[src/hw/dmem_pkg.sv]
//////////////////////////////////////////////////
// Data memory access package
// Shared widths, encodings and packed records for
// the request buffer, access checker and bus master
//////////////////////////////////////////////////

`default_nettype none

package dmem_pkg;

  //////////////////////////////////////////////////
  // Widths

  localparam int XLEN = 32;  // Data and address width

  //////////////////////////////////////////////////
  // Encodings

  // Access size as seen on CPU and bus
  typedef enum logic [1:0] {
    SIZE_BYTE = 2'b00,
    SIZE_HALF = 2'b01,
    SIZE_WORD = 2'b10
  } mem_size_e;

  // Privilege level from the CSR state
  typedef enum logic [1:0] {
    PRV_U = 2'b00,  // User
    PRV_S = 2'b01,  // Supervisor
    PRV_M = 2'b11   // Machine
  } prv_e;

  // PMA region kind
  typedef enum logic [1:0] {
    PMA_EMPTY = 2'b00,  // Nothing mapped
    PMA_MEM   = 2'b01,  // Main memory
    PMA_IO    = 2'b10   // Peripheral space
  } pma_type_e;

  //////////////////////////////////////////////////
  // Records

  typedef struct packed {
    pma_type_e mem_type;
    logic      r;        // Readable
    logic      w;        // Writable
  } pma_cfg_t;

  // One buffered CPU access
  typedef struct packed {
    logic [XLEN-1:0] adr;
    mem_size_e       size;
    logic            lock;
    logic            we;
    logic [XLEN-1:0] data;
  } dmem_req_t;

  // Transfer held by the bus master
  typedef struct packed {
    logic [XLEN-1:0] adr;
    mem_size_e       size;
    logic            we;
    logic            lock;
    logic            priv;   // Privileged access
    logic [XLEN-1:0] data;
  } bus_req_t;

endpackage

`default_nettype wire

[src/hw/dmem_req_buf.sv]
//////////////////////////////////////////////////
// Data memory request buffer
// In-order circular FIFO of accepted CPU accesses
// Head is presented to the checker, whole buffer
// is flushed on an exception
//////////////////////////////////////////////////

`timescale 1ns/10ps
`default_nettype none

module dmem_req_buf
  import dmem_pkg::*;
#(
  parameter int BUF_DEPTH = 2
)
(
  input  wire logic      clk_i,
  input  wire logic      arst_n_i,
  input  wire logic      clr_i,        // Drop all entries
  input  wire logic      push_i,
  input  wire dmem_req_t push_data_i,
  input  wire logic      pop_i,
  output logic           head_vld_o,
  output dmem_req_t      head_o
);

  localparam int PTR_W = (BUF_DEPTH > 1) ? $clog2(BUF_DEPTH) : 1;
  localparam int CNT_W = $clog2(BUF_DEPTH + 1);

  dmem_req_t          mem_q [BUF_DEPTH];  // Entry storage
  logic [PTR_W-1:0]   wr_ptr_q, rd_ptr_q;
  logic [CNT_W-1:0]   cnt_q;
  logic               full, push_ok, pop_ok;

  // Wrap pointer at the last entry
  function automatic logic [PTR_W-1:0] ptr_inc(input logic [PTR_W-1:0] ptr);
    if (ptr == PTR_W'(BUF_DEPTH - 1)) return '0;
    return ptr + 1'b1;
  endfunction

  assign full       = (cnt_q == CNT_W'(BUF_DEPTH));
  assign head_vld_o = (cnt_q != '0);
  assign head_o     = mem_q[rd_ptr_q];

  assign pop_ok  = pop_i & head_vld_o;               // Never pop empty
  assign push_ok = push_i & ~clr_i & (~full | pop_ok); // Clear beats push

  //////////////////////////////////////////////////
  // Pointers and fill level
  always_ff @(posedge clk_i or negedge arst_n_i)
  begin
    if (!arst_n_i)
    begin
      wr_ptr_q <= '0;
      rd_ptr_q <= '0;
      cnt_q    <= '0;
    end
    else if (clr_i)
    begin
      wr_ptr_q <= '0;  // Restart empty
      rd_ptr_q <= '0;
      cnt_q    <= '0;
    end
    else
    begin
      if (push_ok) wr_ptr_q <= ptr_inc(wr_ptr_q);
      if (pop_ok)  rd_ptr_q <= ptr_inc(rd_ptr_q);
      case ({push_ok, pop_ok})
        2'b10:   cnt_q <= cnt_q + 1'b1;
        2'b01:   cnt_q <= cnt_q - 1'b1;
        default: cnt_q <= cnt_q;        // Both or none keep level
      endcase
    end
  end

  // Payload store
  always_ff @(posedge clk_i)
  begin
    if (push_ok) mem_q[wr_ptr_q] <= push_data_i;
  end

endmodule

`default_nettype wire

[src/hw/dmem_access_chk.sv]
//////////////////////////////////////////////////
// Data access checker
// Alignment test and top-of-range PMA lookup for
// the head access, purely combinational
//////////////////////////////////////////////////

`timescale 1ns/10ps
`default_nettype none

module dmem_access_chk
  import dmem_pkg::*;
#(
  parameter int PMA_CNT = 4
)
(
  input  wire dmem_req_t       head_i,
  input  wire pma_cfg_t        pma_cfg_i [PMA_CNT],
  input  wire logic [XLEN-1:0] pma_adr_i [PMA_CNT],  // Region upper bounds
  output logic                 misaligned_o,
  output logic                 exception_o
);

  logic     hit;         // Some region matched
  pma_cfg_t hit_cfg;     // Attributes of the matching region
  logic     rd_fault, wr_fault, lock_fault, empty_fault;

  //////////////////////////////////////////////////
  // Alignment

  always_comb
  begin
    case (head_i.size)
      SIZE_HALF: misaligned_o = head_i.adr[0];     // Odd address
      SIZE_WORD: misaligned_o = |head_i.adr[1:0];  // Not word aligned
      default:   misaligned_o = 1'b0;              // Bytes always fit
    endcase
  end

  //////////////////////////////////////////////////
  // Region lookup

  // Region i spans from bound i-1 up to bound i
  always_comb
  begin : region_lookup
    logic [XLEN-1:0] lo_bound;
    lo_bound = '0;  // Region 0 starts at zero
    hit      = 1'b0;
    hit_cfg  = '0;
    for (int i = 0; i < PMA_CNT; i++)
    begin
      // First match is the lowest index
      if (!hit && head_i.adr >= lo_bound && head_i.adr < pma_adr_i[i])
      begin
        hit     = 1'b1;
        hit_cfg = pma_cfg_i[i];
      end
      lo_bound = pma_adr_i[i];  // Next region starts here
    end
  end

  //////////////////////////////////////////////////
  // Attribute faults

  assign empty_fault = (hit_cfg.mem_type == PMA_EMPTY);
  assign rd_fault    = ~head_i.we & ~hit_cfg.r;
  assign wr_fault    =  head_i.we & ~hit_cfg.w;
  assign lock_fault  =  head_i.lock & (hit_cfg.mem_type == PMA_IO);  // No atomics on io

  // Unmapped address or any attribute or alignment fault
  assign exception_o = ~hit
                     | empty_fault
                     | rd_fault
                     | wr_fault
                     | lock_fault
                     | misaligned_o;

endmodule

`default_nettype wire

[src/hw/dmem_ext_if.sv]
//////////////////////////////////////////////////
// External bus master
// Drives one single transfer per issued access and
// returns the bus acknowledge, error and read data
//////////////////////////////////////////////////

`timescale 1ns/10ps
`default_nettype none

module dmem_ext_if
  import dmem_pkg::*;
(
  input  wire logic            clk_i,
  input  wire logic            arst_n_i,

  // From control
  input  wire logic            issue_i,      // Start transfer for head
  input  wire dmem_req_t       issue_req_i,
  input  wire prv_e            prv_i,
  output logic                 busy_o,

  // Bus
  output logic                 biu_stb_o,
  input  wire logic            biu_stb_ack_i,
  output logic [XLEN-1:0]      biu_adri_o,
  output mem_size_e            biu_size_o,
  output logic                 biu_we_o,
  output logic                 biu_lock_o,
  output logic                 biu_prot_o,   // High for privileged
  output logic [XLEN-1:0]      biu_d_o,
  input  wire logic [XLEN-1:0] biu_q_i,
  input  wire logic            biu_ack_i,
  input  wire logic            biu_err_i,

  // Completion
  output logic                 done_ack_o,
  output logic                 done_err_o,
  output logic [XLEN-1:0]      done_q_o
);

  typedef enum logic [1:0] {
    ST_IDLE = 2'b00,
    ST_ADR  = 2'b01,  // Strobe out, waiting for accept
    ST_DATA = 2'b10   // Waiting for ack or err
  } state_e;

  state_e   state_q;
  bus_req_t req_q;    // Latched transfer
  logic     data_end;

  assign data_end = (state_q == ST_DATA) & (biu_ack_i | biu_err_i);

  //////////////////////////////////////////////////
  // Transfer FSM

  always_ff @(posedge clk_i or negedge arst_n_i)
  begin
    if (!arst_n_i)
    begin
      state_q <= ST_IDLE;
    end
    else
    begin
      case (state_q)
        ST_IDLE: if (issue_i) state_q <= ST_ADR;
        ST_ADR:  if (biu_stb_ack_i) state_q <= ST_DATA;
        ST_DATA: if (data_end) state_q <= ST_IDLE;  // Ready for next head
        default: state_q <= ST_IDLE;
      endcase
    end
  end

  // Capture request on issue
  always_ff @(posedge clk_i)
  begin
    if (issue_i && state_q == ST_IDLE)
    begin
      req_q.adr  <= issue_req_i.adr;
      req_q.size <= issue_req_i.size;
      req_q.we   <= issue_req_i.we;
      req_q.lock <= issue_req_i.lock;
      req_q.priv <= (prv_i != PRV_U);   // S and M are privileged
      req_q.data <= issue_req_i.data;
    end
  end

  //////////////////////////////////////////////////
  // Bus outputs

  assign busy_o     = (state_q != ST_IDLE);
  assign biu_stb_o  = (state_q == ST_ADR);  // Held until accepted
  assign biu_adri_o = req_q.adr;             // Steady for whole transfer
  assign biu_size_o = req_q.size;
  assign biu_we_o   = req_q.we;
  assign biu_lock_o = req_q.lock;
  assign biu_prot_o = req_q.priv;
  assign biu_d_o    = req_q.data;

  // Completion in the bus response cycle
  assign done_ack_o = (state_q == ST_DATA) & biu_ack_i;
  assign done_err_o = (state_q == ST_DATA) & biu_err_i;
  assign done_q_o   = biu_q_i;

endmodule

`default_nettype wire

[src/hw/dmem_ctrl.sv]
//////////////////////////////////////////////////
// Data memory access block
// Buffers CPU loads and stores, checks alignment
// and PMA, issues legal accesses on the bus and
// returns acknowledge, read data or error
//////////////////////////////////////////////////

`timescale 1ns/10ps
`default_nettype none

module dmem_ctrl
  import dmem_pkg::*;
#(
  parameter int PMA_CNT   = 4,
  parameter int BUF_DEPTH = 2
)
(
  input  wire logic            clk_i,
  input  wire logic            arst_n_i,

  // Configuration
  input  wire pma_cfg_t        pma_cfg_i [PMA_CNT],
  input  wire logic [XLEN-1:0] pma_adr_i [PMA_CNT],
  input  wire prv_e            st_prv_i,

  // CPU side
  input  wire logic            mem_req_i,
  input  wire logic [XLEN-1:0] mem_adr_i,
  input  wire mem_size_e       mem_size_i,
  input  wire logic            mem_lock_i,
  input  wire logic            mem_we_i,
  input  wire logic [XLEN-1:0] mem_d_i,
  output logic [XLEN-1:0]      mem_q_o,
  output logic                 mem_ack_o,
  output logic                 mem_err_o,
  output logic                 mem_misaligned_o,

  // Bus side
  output logic                 biu_stb_o,
  input  wire logic            biu_stb_ack_i,
  output logic [XLEN-1:0]      biu_adri_o,
  output mem_size_e            biu_size_o,
  output logic                 biu_we_o,
  output logic                 biu_lock_o,
  output logic                 biu_prot_o,
  output logic [XLEN-1:0]      biu_d_o,
  input  wire logic [XLEN-1:0] biu_q_i,
  input  wire logic            biu_ack_i,
  input  wire logic            biu_err_i
);

  dmem_req_t cpu_req, head;
  logic      head_vld;
  logic      misaligned, exception;
  logic      exc_resp;          // Faulty head answered now
  logic      issue, busy;
  logic      done_ack, done_err;

  // CPU access record
  assign cpu_req.adr  = mem_adr_i;
  assign cpu_req.size = mem_size_i;
  assign cpu_req.lock = mem_lock_i;
  assign cpu_req.we   = mem_we_i;
  assign cpu_req.data = mem_d_i;

  //////////////////////////////////////////////////
  // Datapath blocks

  dmem_req_buf #(
    .BUF_DEPTH ( BUF_DEPTH )
  ) u_req_buf (
    .clk_i       ( clk_i                ),
    .arst_n_i    ( arst_n_i             ),
    .clr_i       ( exc_resp             ),  // Drop head and followers
    .push_i      ( mem_req_i            ),
    .push_data_i ( cpu_req              ),
    .pop_i       ( done_ack | done_err  ),  // Bus completion
    .head_vld_o  ( head_vld             ),
    .head_o      ( head                 )
  );

  dmem_access_chk #(
    .PMA_CNT ( PMA_CNT )
  ) u_access_chk (
    .head_i       ( head       ),
    .pma_cfg_i    ( pma_cfg_i  ),
    .pma_adr_i    ( pma_adr_i  ),
    .misaligned_o ( misaligned ),
    .exception_o  ( exception  )
  );

  // Head decision
  assign exc_resp = head_vld & exception;
  assign issue    = head_vld & ~exception & ~busy;

  dmem_ext_if u_ext_if (
    .clk_i         ( clk_i         ),
    .arst_n_i      ( arst_n_i      ),
    .issue_i       ( issue         ),
    .issue_req_i   ( head          ),
    .prv_i         ( st_prv_i      ),
    .busy_o        ( busy          ),
    .biu_stb_o     ( biu_stb_o     ),
    .biu_stb_ack_i ( biu_stb_ack_i ),
    .biu_adri_o    ( biu_adri_o    ),
    .biu_size_o    ( biu_size_o    ),
    .biu_we_o      ( biu_we_o      ),
    .biu_lock_o    ( biu_lock_o    ),
    .biu_prot_o    ( biu_prot_o    ),
    .biu_d_o       ( biu_d_o       ),
    .biu_q_i       ( biu_q_i       ),
    .biu_ack_i     ( biu_ack_i     ),
    .biu_err_i     ( biu_err_i     ),
    .done_ack_o    ( done_ack      ),
    .done_err_o    ( done_err      ),
    .done_q_o      ( mem_q_o       )
  );

  //////////////////////////////////////////////////
  // CPU responses

  assign mem_ack_o        = done_ack;
  assign mem_err_o        = exc_resp | done_err;  // Check fault or bus error
  assign mem_misaligned_o = exc_resp & misaligned;

endmodule

`default_nettype wire

[config.mk]
export PLATFORM = sky130hd
export DESIGN_NAME = dmem_ctrl
export DESIGN_NICKNAME = d
export VERILOG_FILES = /design/src/hw/dmem_pkg.sv /design/src/hw/dmem_req_buf.sv /design/src/hw/dmem_access_chk.sv /design/src/hw/dmem_ext_if.sv /design/src/hw/dmem_ctrl.sv
export SDC_FILE = /design/constraint.sdc
export NUM_CORES = 1
export LEC_CHECK = 0
export ABC_AREA = 1
export BUFFER_PORTS_ARGS = -buffer_cell sky130_fd_sc_hd__buf_2
export CAP_MARGIN = 15
export CORE_MARGIN = 2
export CORE_UTILIZATION = 40
export DETAILED_ROUTE_END_ITERATION = 6
export GPL_ROUTABILITY_DRIVEN = 0
export MAX_ROUTING_LAYER = met4
export PLACE_DENSITY = 0.73
export SETUP_SLACK_MARGIN = 0.05
export SYNTH_ARGS = -nofsm -noshare
export SYNTH_HDL_FRONTEND = slang
export SYNTH_SLANG_ARGS = --single-unit
[constraint.sdc]
create_clock -name clk_i -period 14.7 [get_ports clk_i]
set_input_delay 0.735 -clock clk_i [delete_from_list [all_inputs] [get_ports clk_i]]
set_output_delay 0.735 -clock clk_i [all_outputs]
set_load 0.01 [all_outputs]
==> results of run 1 <==
-- Yosys cell counts, types with 3 or more instances --
library cell,instances
nand2_1,289
edfxtp_1,205
inv_1,156
ha_1,128
a21oi_1,62
buf_4,32
nor2_1,31
nand3_1,29
o21ai_0,14
clkbuf_1,12
nand4_1,12
o21ai_1,8
dfrtp_1,6
o21a_1,5
nand2_2,4
nor4_1,4
inv_2,3
nor3_1,3
o211ai_1,3
or2_2,3
-- registers in the layout (all words and copies together), names as in the netlist --
name / cells
u_ext_if.biu_d_o: 32
u_ext_if.biu_adri_o: 32
u_ext_if.biu_size_o: 2
u_ext_if.biu_lock_o: 1
u_req_buf.cnt_q: 2
u_req_buf.mem_q: 136
u_req_buf.wr_ptr_q: 1
u_ext_if.biu_prot_o: 1
u_req_buf.rd_ptr_q: 1
u_ext_if.biu_we_o: 1
u_ext_if.state_q: 2
-- critical path, cell delays in order, from the launching register on --
cell     delay [ns]
dfrtp_2        0.34
buf_4          0.63
inv_4          0.48
nand2_1        0.16
nand2_1        0.17
ha_1           0.32
a21oi_1        0.18
o21ai_1        0.13
nand2_1        0.08
nand3_1        0.13
nand2_1        0.09
nand2_1        0.10
nand2_1        0.08
nand2_1        0.08
o21ai_2        0.14
nand2_1        0.08
inv_2          0.05
nand3_1        0.06
nand2_1        0.08
nand4_1        0.18
nor2_4         0.65
buf_4          0.62
-- kinds of logic after synthesis --
kind of cell	Yosys count	share of synthesized area
simple gates	381	0.142
xor+xnor	1	0.000794
compound gates	110	0.0575
fa+ha+maj	128	0.145
flops	211	0.571
buf+inv	208	0.0832
-- layout by cell type (no fill, tap or decap), types with 2 or more instances in the layout --
| cell | synthesis | final |
|---|---|---|
| o21ai_1 | 8 | 8 |
| a211oi_1 | 2 | 2 |
| diode_2 | 0 | 9 |
| a31oi_1 | 2 | 2 |
| nand3_1 | 29 | 29 |
| edfxtp_1 | 205 | 205 |
| nand4_1 | 12 | 12 |
| o21a_1 | 5 | 5 |
| clkinv_4 | 0 | 2 |
| clkbuf_16 | 0 | 24 |
| nor3_1 | 3 | 3 |
| nor2_4 | 0 | 3 |
| buf_2 | 0 | 292 |
| nor4_1 | 4 | 4 |
| o211ai_1 | 3 | 3 |
| buf_4 | 32 | 4 |
| o21ai_2 | 2 | 2 |
| nand2_1 | 289 | 289 |
| clkinv_2 | 0 | 3 |
| o21ai_0 | 14 | 14 |
| clkbuf_1 | 12 | 3 |
| inv_2 | 3 | 3 |
| clkinv_1 | 0 | 3 |
| nand2_4 | 2 | 2 |
| nor2_1 | 31 | 28 |
| a21oi_1 | 62 | 62 |
| nand2_2 | 4 | 4 |
| ha_1 | 128 | 128 |
| clkinvlp_4 | 0 | 3 |
| dfrtp_1 | 6 | 5 |
| inv_1 | 156 | 156 |
| a21o_1 | 2 | 2 |
| or2_2 | 3 | 3 |
| o221ai_1 | 2 | 2 |
-- cell type report --
| class | count | area [sq um] | area share |
|---|---|---|---|
| tap | 341 | 427 | 0.0318 |
| clock inverter | 13 | 126 | 0.00941 |
| timing repair buffer | 296 | 1490 | 0.111 |
| inverter | 160 | 603 | 0.0449 |
| clock buffer | 27 | 612 | 0.0456 |
| antenna | 9 | 22.5 | 0.00168 |
| sequential | 211 | 6310 | 0.470 |
| multi-input combinational | 620 | 3840 | 0.286 |
-- metal layers --
layer,routed length [um],part of all wire
met2,14300,0.49
met3,2170,0.074
met4,1590,0.054
met1,11300,0.39
met5,0,0
-- where the power goes --
part | total (W) | leakage [nW] | internal, W | switching [W]
Sequential | 0.00101 | 1.96 | 0.000949 | 0.0000595
Combinational | 0.00109 | 4.12 | 0.000355 | 0.000737
Clock | 0.000553 | 0.350 | 0.000318 | 0.000235
Total | 0.00265 | 6.43 | 0.00162 | 0.00103
-- worst min path at each step --
stage,from,end,slack [ns]
CTS,arst_n_i,u_req_buf.wr_ptr_q,0.02
global route,arst_n_i,u_req_buf.cnt_q[0],0.03
floorplan,arst_n_i,u_ext_if.state_q[0],0.44
global placement,u_req_buf.mem_q[0][20],u_ext_if.biu_d_o[20],0.49
finish,arst_n_i,u_req_buf.wr_ptr_q,0.04
detailed placement,u_req_buf.mem_q[0][28],u_ext_if.biu_d_o[28],0.50
-- metrics by stage --
step,total power [W],cells
global placement,0.00209,1628
floorplan,0.00175,1039
global route,0.00286,1677
CTS,0.00269,1668
detailed placement,0.00213,1628
finish,0.00265,1677
==> flow_summary.toml, run 1 <==
[pwr]
pwr_density_cell_nw_per_um2 = 198
ir_drop_uv = 124
power.leakage_nw = 6.43

[critical_path]
crit_path_end = "u_ext_if.biu_d_o[3]"
start_kind = "flop"
end_kind = "flop"
rrSetupSlack_ns = 9.31
reg2reg_from = "u_req_buf.rd_ptr_q"
crit_fanout = 70
crit_type = "flop to flop"
cp_data_arrival_time_ns = 5.55
required_ns = 14.86
r2r_cells = 21
startpoint = "u_req_buf.rd_ptr_q"
r2r_end = "u_ext_if.biu_d_o[3]"

[timing]
fin_skew_ns = 0.00871
fin_crit_ns = 5.39
tightest_slew_ns = 0.969
finalCritPeriodShare = 0.367
finalHoldViolCount = 0
rsz0062_at_grt = "no"
relSlewSlack = 0.354
setup_slack_ns = 9.31
setup-violations-final = 0
hold_ws_ns = 0.0368
final-max-slew-violation-count = 0
max_freq_mhz = 186
fin_setup_tns_ns = 0

[routing]
detail-route-antenna-nets = 0
wl_per_cell_um = 17.5
vias = 8223
drc = 0
drt_pass1_iterations = 5
first_iter_violations = 606
avgViaCountPerCell = 4.90
routed_wl_um = 29300

[yosys]
yosys.area.top_type_share = 0.558
ys.flop_type = "edfxtp_1"
synth_fp_nets = 1419
yosysTopAreaCell = "edfxtp_1"
syn_area_sq_um = 11000
async_flop_share = 0.0284
synth_edf_count = 205
syn_area_per_cell_sq_um = 10.6
yosys_warnings = 0
synthTopCellsByArea = "edfxtp_1 56%, ha_1 15%, nand2_1 9.8%"
synthCells = 1039
ys_types = 42
ys_ff_latch = 211
ys_seq_area_frac = 0.571

[cells_and_area]
fin_util = 0.497
drive_gt1_frac = 0.267
area_growth_pct = 21.6
fill_cells = 2468
nNetsFinal = 1693
fin_area_sq_um = 13400

[clocking]
numCtsBuffers = 24
cts.reportedPaths.clkPinSlew_ns = 0.06
clk_path_buf_depth = 3
clockRootBuffer = "clkbuf_16"
cts_tree = "done"
cts_resized = 0
htreeDepth = 1
clock_latency_ns = 0.53
clock-sinks = 211
ctsHoldBuffers = 0
cts_setup_buffers = 0

[floorplanning]
rows = 60
core_area_sq_um = 27000
start_util = 0.408
io_pins = 357
fp.dieArea_sq_um = 28900
chipWidth_um = 170
die_h_um = 170

[global_route]
grt_overflow = 0
gr-usage-met2 = 0.340
grt_use_met3 = 0.0470
grt_use_met1 = 0.230
antenna_found_initial = 9
track_usage = 0.205
grt_max_degree = 71
grt_pass1_wl_um = 43400
grt_pass1_vias = 8241
top_usage_layer = "met2"

[placed_design]
io_buffer_count = 292
place_area_sq_um = 12700
dp_hpwl_um = 22300
post-place-ws_ns = 9.15

[run]
drv_cap = 0

[worst_hold_path]
hold_path_class = "input pin to asynchronous set/reset pin"

[status]
status = "finished clean"
No activity file was read; power rests on OpenSTA's default activity.
==> run 2: changes to the inputs <==
--- a/config.mk
+++ b/config.mk
@@ -5,7 +5,7 @@
 export SDC_FILE = /design/constraint.sdc
 export NUM_CORES = 1
 export LEC_CHECK = 0
-export ABC_AREA = 1
+export ABC_AREA = 0
 export BUFFER_PORTS_ARGS = -buffer_cell sky130_fd_sc_hd__buf_2
 export CAP_MARGIN = 15
 export CORE_MARGIN = 2
@@ -13,7 +13,7 @@
 export DETAILED_ROUTE_END_ITERATION = 6
 export GPL_ROUTABILITY_DRIVEN = 0
 export MAX_ROUTING_LAYER = met4
-export PLACE_DENSITY = 0.73
+export PLACE_DENSITY = 0.74
 export SETUP_SLACK_MARGIN = 0.05
 export SYNTH_ARGS = -nofsm -noshare
 export SYNTH_HDL_FRONTEND = slang
==> constraint.sdc (replaced) <==
create_clock -name clk_i -period 5.46 [get_ports clk_i]
set_input_delay 0.273 -clock clk_i [delete_from_list [all_inputs] [get_ports clk_i]]
set_output_delay 0.273 -clock clk_i [all_outputs]
set_load 0.01 [all_outputs]
==> run 2 against run 1 <==
Clock-buffer cell count down 2. Hold slack worse by 0.017 ns. Core utilization up 2.7 points. Sequential power up 140%. Clock power rose to 2.5 times the previous value. Combinational power up 67%. Sequential cell count unchanged. Non-clock buffer count up 75. Critical path type unchanged. Sequential share of layout area down 2.1 points. Die area down 1.2%. Total power up 110%.
==> flow_summary.toml, run 2 <==
[status]
status = "finished clean"

[yosys]
ys_types = 51
async_flop_share = 0.0284
synthTopCellsByArea = "edfxtp_1 56%, ha_1 15%, mux2_2 6.5%"
yosysMostFrequentCell = "edfxtp_1"
yosys.area.top_type_share = 0.564
ys.flop_type = "edfxtp_1"
yosysTopAreaCell = "edfxtp_1"
synth_fp_nets = 1203
synthCells = 823
syn_area_sq_um = 10900
synth_commonest_cells = "205 x edfxtp_1, 136 x inv_1, 128 x ha_1, 63 x mux2_2, 45 x a21oi_1"
yosys_warnings = 0
ys_ff_latch = 211
synth_edf_count = 205
ys_seq_area_frac = 0.578
syn_area_per_cell_sq_um = 13.3

[critical_path]
cp_data_arrival_time_ns = 4.99
r2r_cells = 13
reg2reg_from = "u_req_buf.rd_ptr_q"
crit_type = "flop to flop"
rrSetupSlack_ns = 0.66
required_ns = 5.65
r2r_end = "u_req_buf.mem_q[1][37]"
start_kind = "flop"
crit_fanout = 43
end_kind = "flop"

[routing]
wl_per_cell_um = 18.7
detail-route-antenna-nets = 0
routed_wl_um = 28700
vias = 7748
first_iter_violations = 500
avgViaCountPerCell = 5.05
drc = 0
drt_pass1_iterations = 5

[clocking]
cts_resized = 0
clockRootBuffer = "clkbuf_16"
cts.reportedPaths.clkPinSlew_ns = 0.06
clk_path_buf_depth = 3
cts_setup_buffers = 0
htreeDepth = 1
numCtsBuffers = 23
clock_latency_ns = 0.51
ctsHoldBuffers = 69
clock-sinks = 211
cts_tree = "done"

[cells_and_area]
final_common_cell = "buf_2"
fill_cells = 2334
drive_gt1_frac = 0.345
multi_input_area_sq_um = 3910
top_register = "u_req_buf.mem_q"
layout_common_cells = "292 x buf_2, 205 x edfxtp_1, 136 x inv_1, 126 x ha_1, 69 x dlygate4sd3_1"
ff_latch_area_sq_um = 6310
fin_area_sq_um = 14100
nNetsFinal = 1559
area_growth_pct = 28.9
largest_reg_flops = 136

[placed_design]
post-place-ws_ns = 0.584
place_area_sq_um = 12700
io_buffer_count = 292
dp_hpwl_um = 21800

[pwr]
pwr_density_cell_nw_per_um2 = 400
ir_drop_uv = 216
power.leakage_nw = 6.22
power_w = 0.00562

[floorplanning]
fp.dieArea_sq_um = 28600
die_h_um = 169
rows = 60
start_util = 0.406
chipWidth_um = 169
core_area_sq_um = 26900
io_pins = 357

[global_route]
grt_overflow = 0
track_usage = 0.202
antenna_found_initial = 1
grt_max_degree = 46
grt_pass1_vias = 8082
grt_pass1_wl_um = 42900

[timing]
fin_skew_ns = 0.0114
hold_ws_ns = 0.0201
setup-violations-final = 0
tightest_slew_ns = 0.655
max_freq_mhz = 208
rsz0062_at_grt = "no"
fin_crit_ns = 4.80
finalCritPeriodShare = 0.879
final-max-slew-violation-count = 0
relSlewSlack = 0.563
setup_slack_ns = 0.658
finalHoldViolCount = 0

[run]
drv_cap = 0

[worst_hold_path]
hold_path_class = "input pin to flop"
worstHoldStart = "biu_stb_ack_i"
holdPathEnd = "u_ext_if.state_q[1]"
holdPathStages = 2
==> run 2: layout make-up <==
class / count / area share
antenna: 1 / 0.000178
clock buffer: 25 / 0.0415
multi-input combinational: 436 / 0.278
clock inverter: 13 / 0.00623
timing repair buffer: 371 / 0.159
sequential: 211 / 0.449
inverter: 136 / 0.0363
tap: 341 / 0.0303
==> run 2: kinds of logic (layout without fill, tap and decap cells) <==
logic type	Yosys count	after routing	synth area share
DFF	211	211	0.578
buffers and inverters	176	545	0.0723
AOI/OAI and AO/OA	133	133	0.0787
adders and majority gates	128	128	0.147
and+or+nand+nor	105	105	0.0515
muxes	70	70	0.0726
other	0	1	0
==> run 2: worst max path at each step <==
stage                        from                endpoint  slack (ns)  cells after the start
3_5_place_dp   u_req_buf.rd_ptr_q  u_req_buf.mem_q[1][35]        0.58                     13
4_1_cts        u_req_buf.rd_ptr_q  u_req_buf.mem_q[1][37]        0.60                     13
5_1_grt        u_req_buf.rd_ptr_q  u_req_buf.mem_q[1][37]        0.27                     12
2_1_floorplan  u_req_buf.rd_ptr_q  u_ext_if.biu_adri_o[0]       -0.07                     13
3_3_place_gp   u_req_buf.rd_ptr_q  u_req_buf.mem_q[1][34]        0.72                     13
6_report       u_req_buf.rd_ptr_q  u_req_buf.mem_q[1][37]        0.66                     13
==> run 2: report_power, final <==
part / switching (W) / internal, W
clock: 0.000621 / 0.000775
sequential: 0.000132 / 0.00227
combinational: 0.00107 / 0.000755
==> run 2: critical path, stage by stage (launching register included) <==
cell and delay [ns]:
dfrtp_4 0.84, buf_4 0.31, mux2_4 0.36, ha_4 0.24
a2111oi_4 0.32, o21ai_1 0.10, a31oi_1 0.19, o22ai_1 0.16
a31o_2 0.30, a311oi_2 0.32, o211ai_2 0.23, o21ai_0 0.28
and3_4 0.46, buf_4 0.35
==> run 2: per-layer routing <==
metal / global-route usage / share of wire
met1: 0.248 / 0.41
met2: 0.337 / 0.49
met3: 0.0329 / 0.061
met4: 0.0762 / 0.035
met5: - / 0
==> run 2: metrics by stage <==
stage	utilization	std cells	TNS [ns]
2_1_floorplan	-	823	-5.11
3_3_place_gp	0.473	1426	0
3_5_place_dp	0.473	1426	0
4_1_cts	0.523	1533	0
5_1_grt	0.523	1534	0
6_report	0.523	1534	0
==> run 3: changes to the inputs <==
==> constraint.sdc (replaced) <==
create_clock -name clk_i -period 5.46 [get_ports clk_i]
set_input_delay 1.092 -clock clk_i [delete_from_list [all_inputs] [get_ports clk_i]]
set_output_delay 1.092 -clock clk_i [all_outputs]
set_load 0.01 [all_outputs]
==> run 3 against run 2 <==
Hold slack gained 0.36 ns. Global-route usage shrank 0.63 points. Clock power grew 7%. First-iteration DRC count grew 3.6%. Core utilization shrank 1.7 points. Total power grew 2.6%. Sequential share of layout area grew 1.5 points. Critical path type is now flop to primary output.
==> flow_summary.toml, run 3 (same netlist as run 2, synthesis figures left out) <==
[status]
status = "finished clean"

[routing]
m1WireLength_um = 11400
routed.top_layer = "met4"
detail-route-antenna-nets = 0
wl_per_cell_um = 18.9
drc = 0
vias = 7526
avgViaCountPerCell = 5.08
dr_wl_met2_um = 13700
first_iter_violations = 518
routed_wl_um = 28100
dr_wl_met3_um = 1750
drt_pass1_iterations = 5

[floorplanning]
die_h_um = 169
rows = 60
io_pins = 357
start_util = 0.406
chipWidth_um = 169
fp.dieArea_sq_um = 28600
core_area_sq_um = 26900

[clocking]
clockRootBuffer = "clkbuf_16"
clock-sinks = 211
clk_path_buf_depth = 3
cts.reportedPaths.clkPinSlew_ns = 0.06
numCtsBuffers = 24
clock_latency_ns = 0.52
cts_tree = "done"
ctsHoldBuffers = 0
htreeDepth = 1

[cells_and_area]
top_register = "u_req_buf.mem_q"
largest_reg_flops = 136
nNetsFinal = 1492
area_growth_pct = 24.7
drive_gt1_frac = 0.375
final_common_cell = "buf_2"
layout_common_cells = "292 x buf_2, 205 x edfxtp_1, 135 x inv_1, 125 x ha_1, 60 x mux2_2"
fin_area_sq_um = 13600
ff_latch_area_sq_um = 6310
fill_cells = 2370
multi_input_area_sq_um = 3950

[timing]
fin_skew_ns = 0.0134
hold_ws_ns = 0.384
rsz0062_at_grt = "no"
final-max-slew-violation-count = 0
fin_crit_ns = 5.11
finalHoldViolCount = 0
tightest_slew_ns = 0.646
setup-violations-final = 0
finalCritPeriodShare = 0.935
max_freq_mhz = 196
relSlewSlack = 0.564

[critical_path]
critPathMaxStageDelay_ns = 0.57
startpoint = "u_req_buf.rd_ptr_q"
r2r_end = "u_req_buf.mem_q[0][0]"
crit_chain = "buf_12 -> mux2_2 -> ha_1 -> a2111oi_4 -> o21ai_1 -> a31oi_1 -> o22ai_1 -> a31o_2 -> a311oi_2 -> o211ai_4 -> a22o_1 -> buf_2"
reg2reg_from = "u_req_buf.rd_ptr_q"
slowest_stage = "dfrtp_4"
crit_fanout = 23
cp_data_arrival_time_ns = 4.01
required_ns = 4.37
start_kind = "flop"
crit_type = "flop to primary output"
end_kind = "primary output"
rrSetupSlack_ns = 1.21
r2r_cells = 13

[global_route]
grt_max_degree = 40
grt_pass1_wl_um = 41200
grt_overflow = 0
grt_pass1_vias = 7711
antenna_found_initial = 10
track_usage = 0.196

[run]
drv_cap = 0

[pwr]
power.leakage_nw = 6.01
ir_drop_uv = 296
pwr_density_cell_nw_per_um2 = 424

[worst_hold_path]
hold_path_class = "input pin to asynchronous set/reset pin"

[placed_design]
place_area_sq_um = 12800
dp_hpwl_um = 21100
io_buffer_count = 292
-- run 3: critical path: cells and delay by family (launching register included) --
family / cells / cell delay, ns
adders and majority gates: 1 / 0.25
muxes: 1 / 0.42
AOI/OAI and AO/OA: 8 / 1.87
buffers and inverters: 2 / 0.37
DFF: 1 / 0.57
-- run 3: area by class of cell --
cell class | count | area share
Tap cell | 341 | 0.0314
Sequential cell | 211 | 0.464
Timing Repair Buffer | 303 | 0.121
Antenna cell | 12 | 0.00221
Clock inverter | 15 | 0.00883
Clock buffer | 27 | 0.0450
Multi-Input combinational cell | 436 | 0.290
Inverter | 136 | 0.0375
-- run 3: power breakdown --
part / leakage [nW] / switching (W) / internal, W
clock network: 0.357 / 0.000645 / 0.000855
logic: 3.68 / 0.00110 / 0.000781
registers: 1.96 / 0.000114 / 0.00227
total: 6.01 / 0.00186 / 0.00391
-- run 3: how the worst max path moves through the flow --
stage,endpoint,slack (ns),cells past startpoint
6_report,mem_err_o,0.35,12
5_1_grt,mem_err_o,0.08,12
4_1_cts,mem_err_o,0.07,11
3_5_place_dp,mem_err_o,0.47,11
3_3_place_gp,mem_err_o,0.52,11
2_1_floorplan,u_ext_if.biu_adri_o[0],-0.07,13
-- run 3: repair_timing --
| action | in CTS | in global routing |
|---|---|---|
| gates resized for setup | 0 | 3 |
| setup buffers | 1 | 1 |
| setup endpoints to repair | 1 | 1 |
-- run 3: stage by stage --
| step | setup WS [ns] | total power, W | TNS, ns | util | std cells |
|---|---|---|---|---|---|
| after floorplan | -0.0741 | 0.00362 | -5.11 | - | 823 |
| after global placement | 0.522 | 0.00422 | 0 | 0.476 | 1425 |
| after detailed placement | 0.470 | 0.00428 | 0 | 0.476 | 1425 |
| after CTS | 0.0651 | 0.00581 | 0 | 0.504 | 1468 |
| after global routing | 0.0833 | 0.00610 | 0 | 0.506 | 1480 |
| final | 0.354 | 0.00577 | 0 | 0.506 | 1481 |
-- run 3: metal layers --
| metal | GRT usage | up-vias |
|---|---|---|
| li1 | - | 3600 |
| met5 | - | - |
| met2 | 0.326 | 271 |
| met3 | 0.0324 | 74 |
| met4 | 0.0829 | 0 |
| met1 | 0.237 | 3581 |
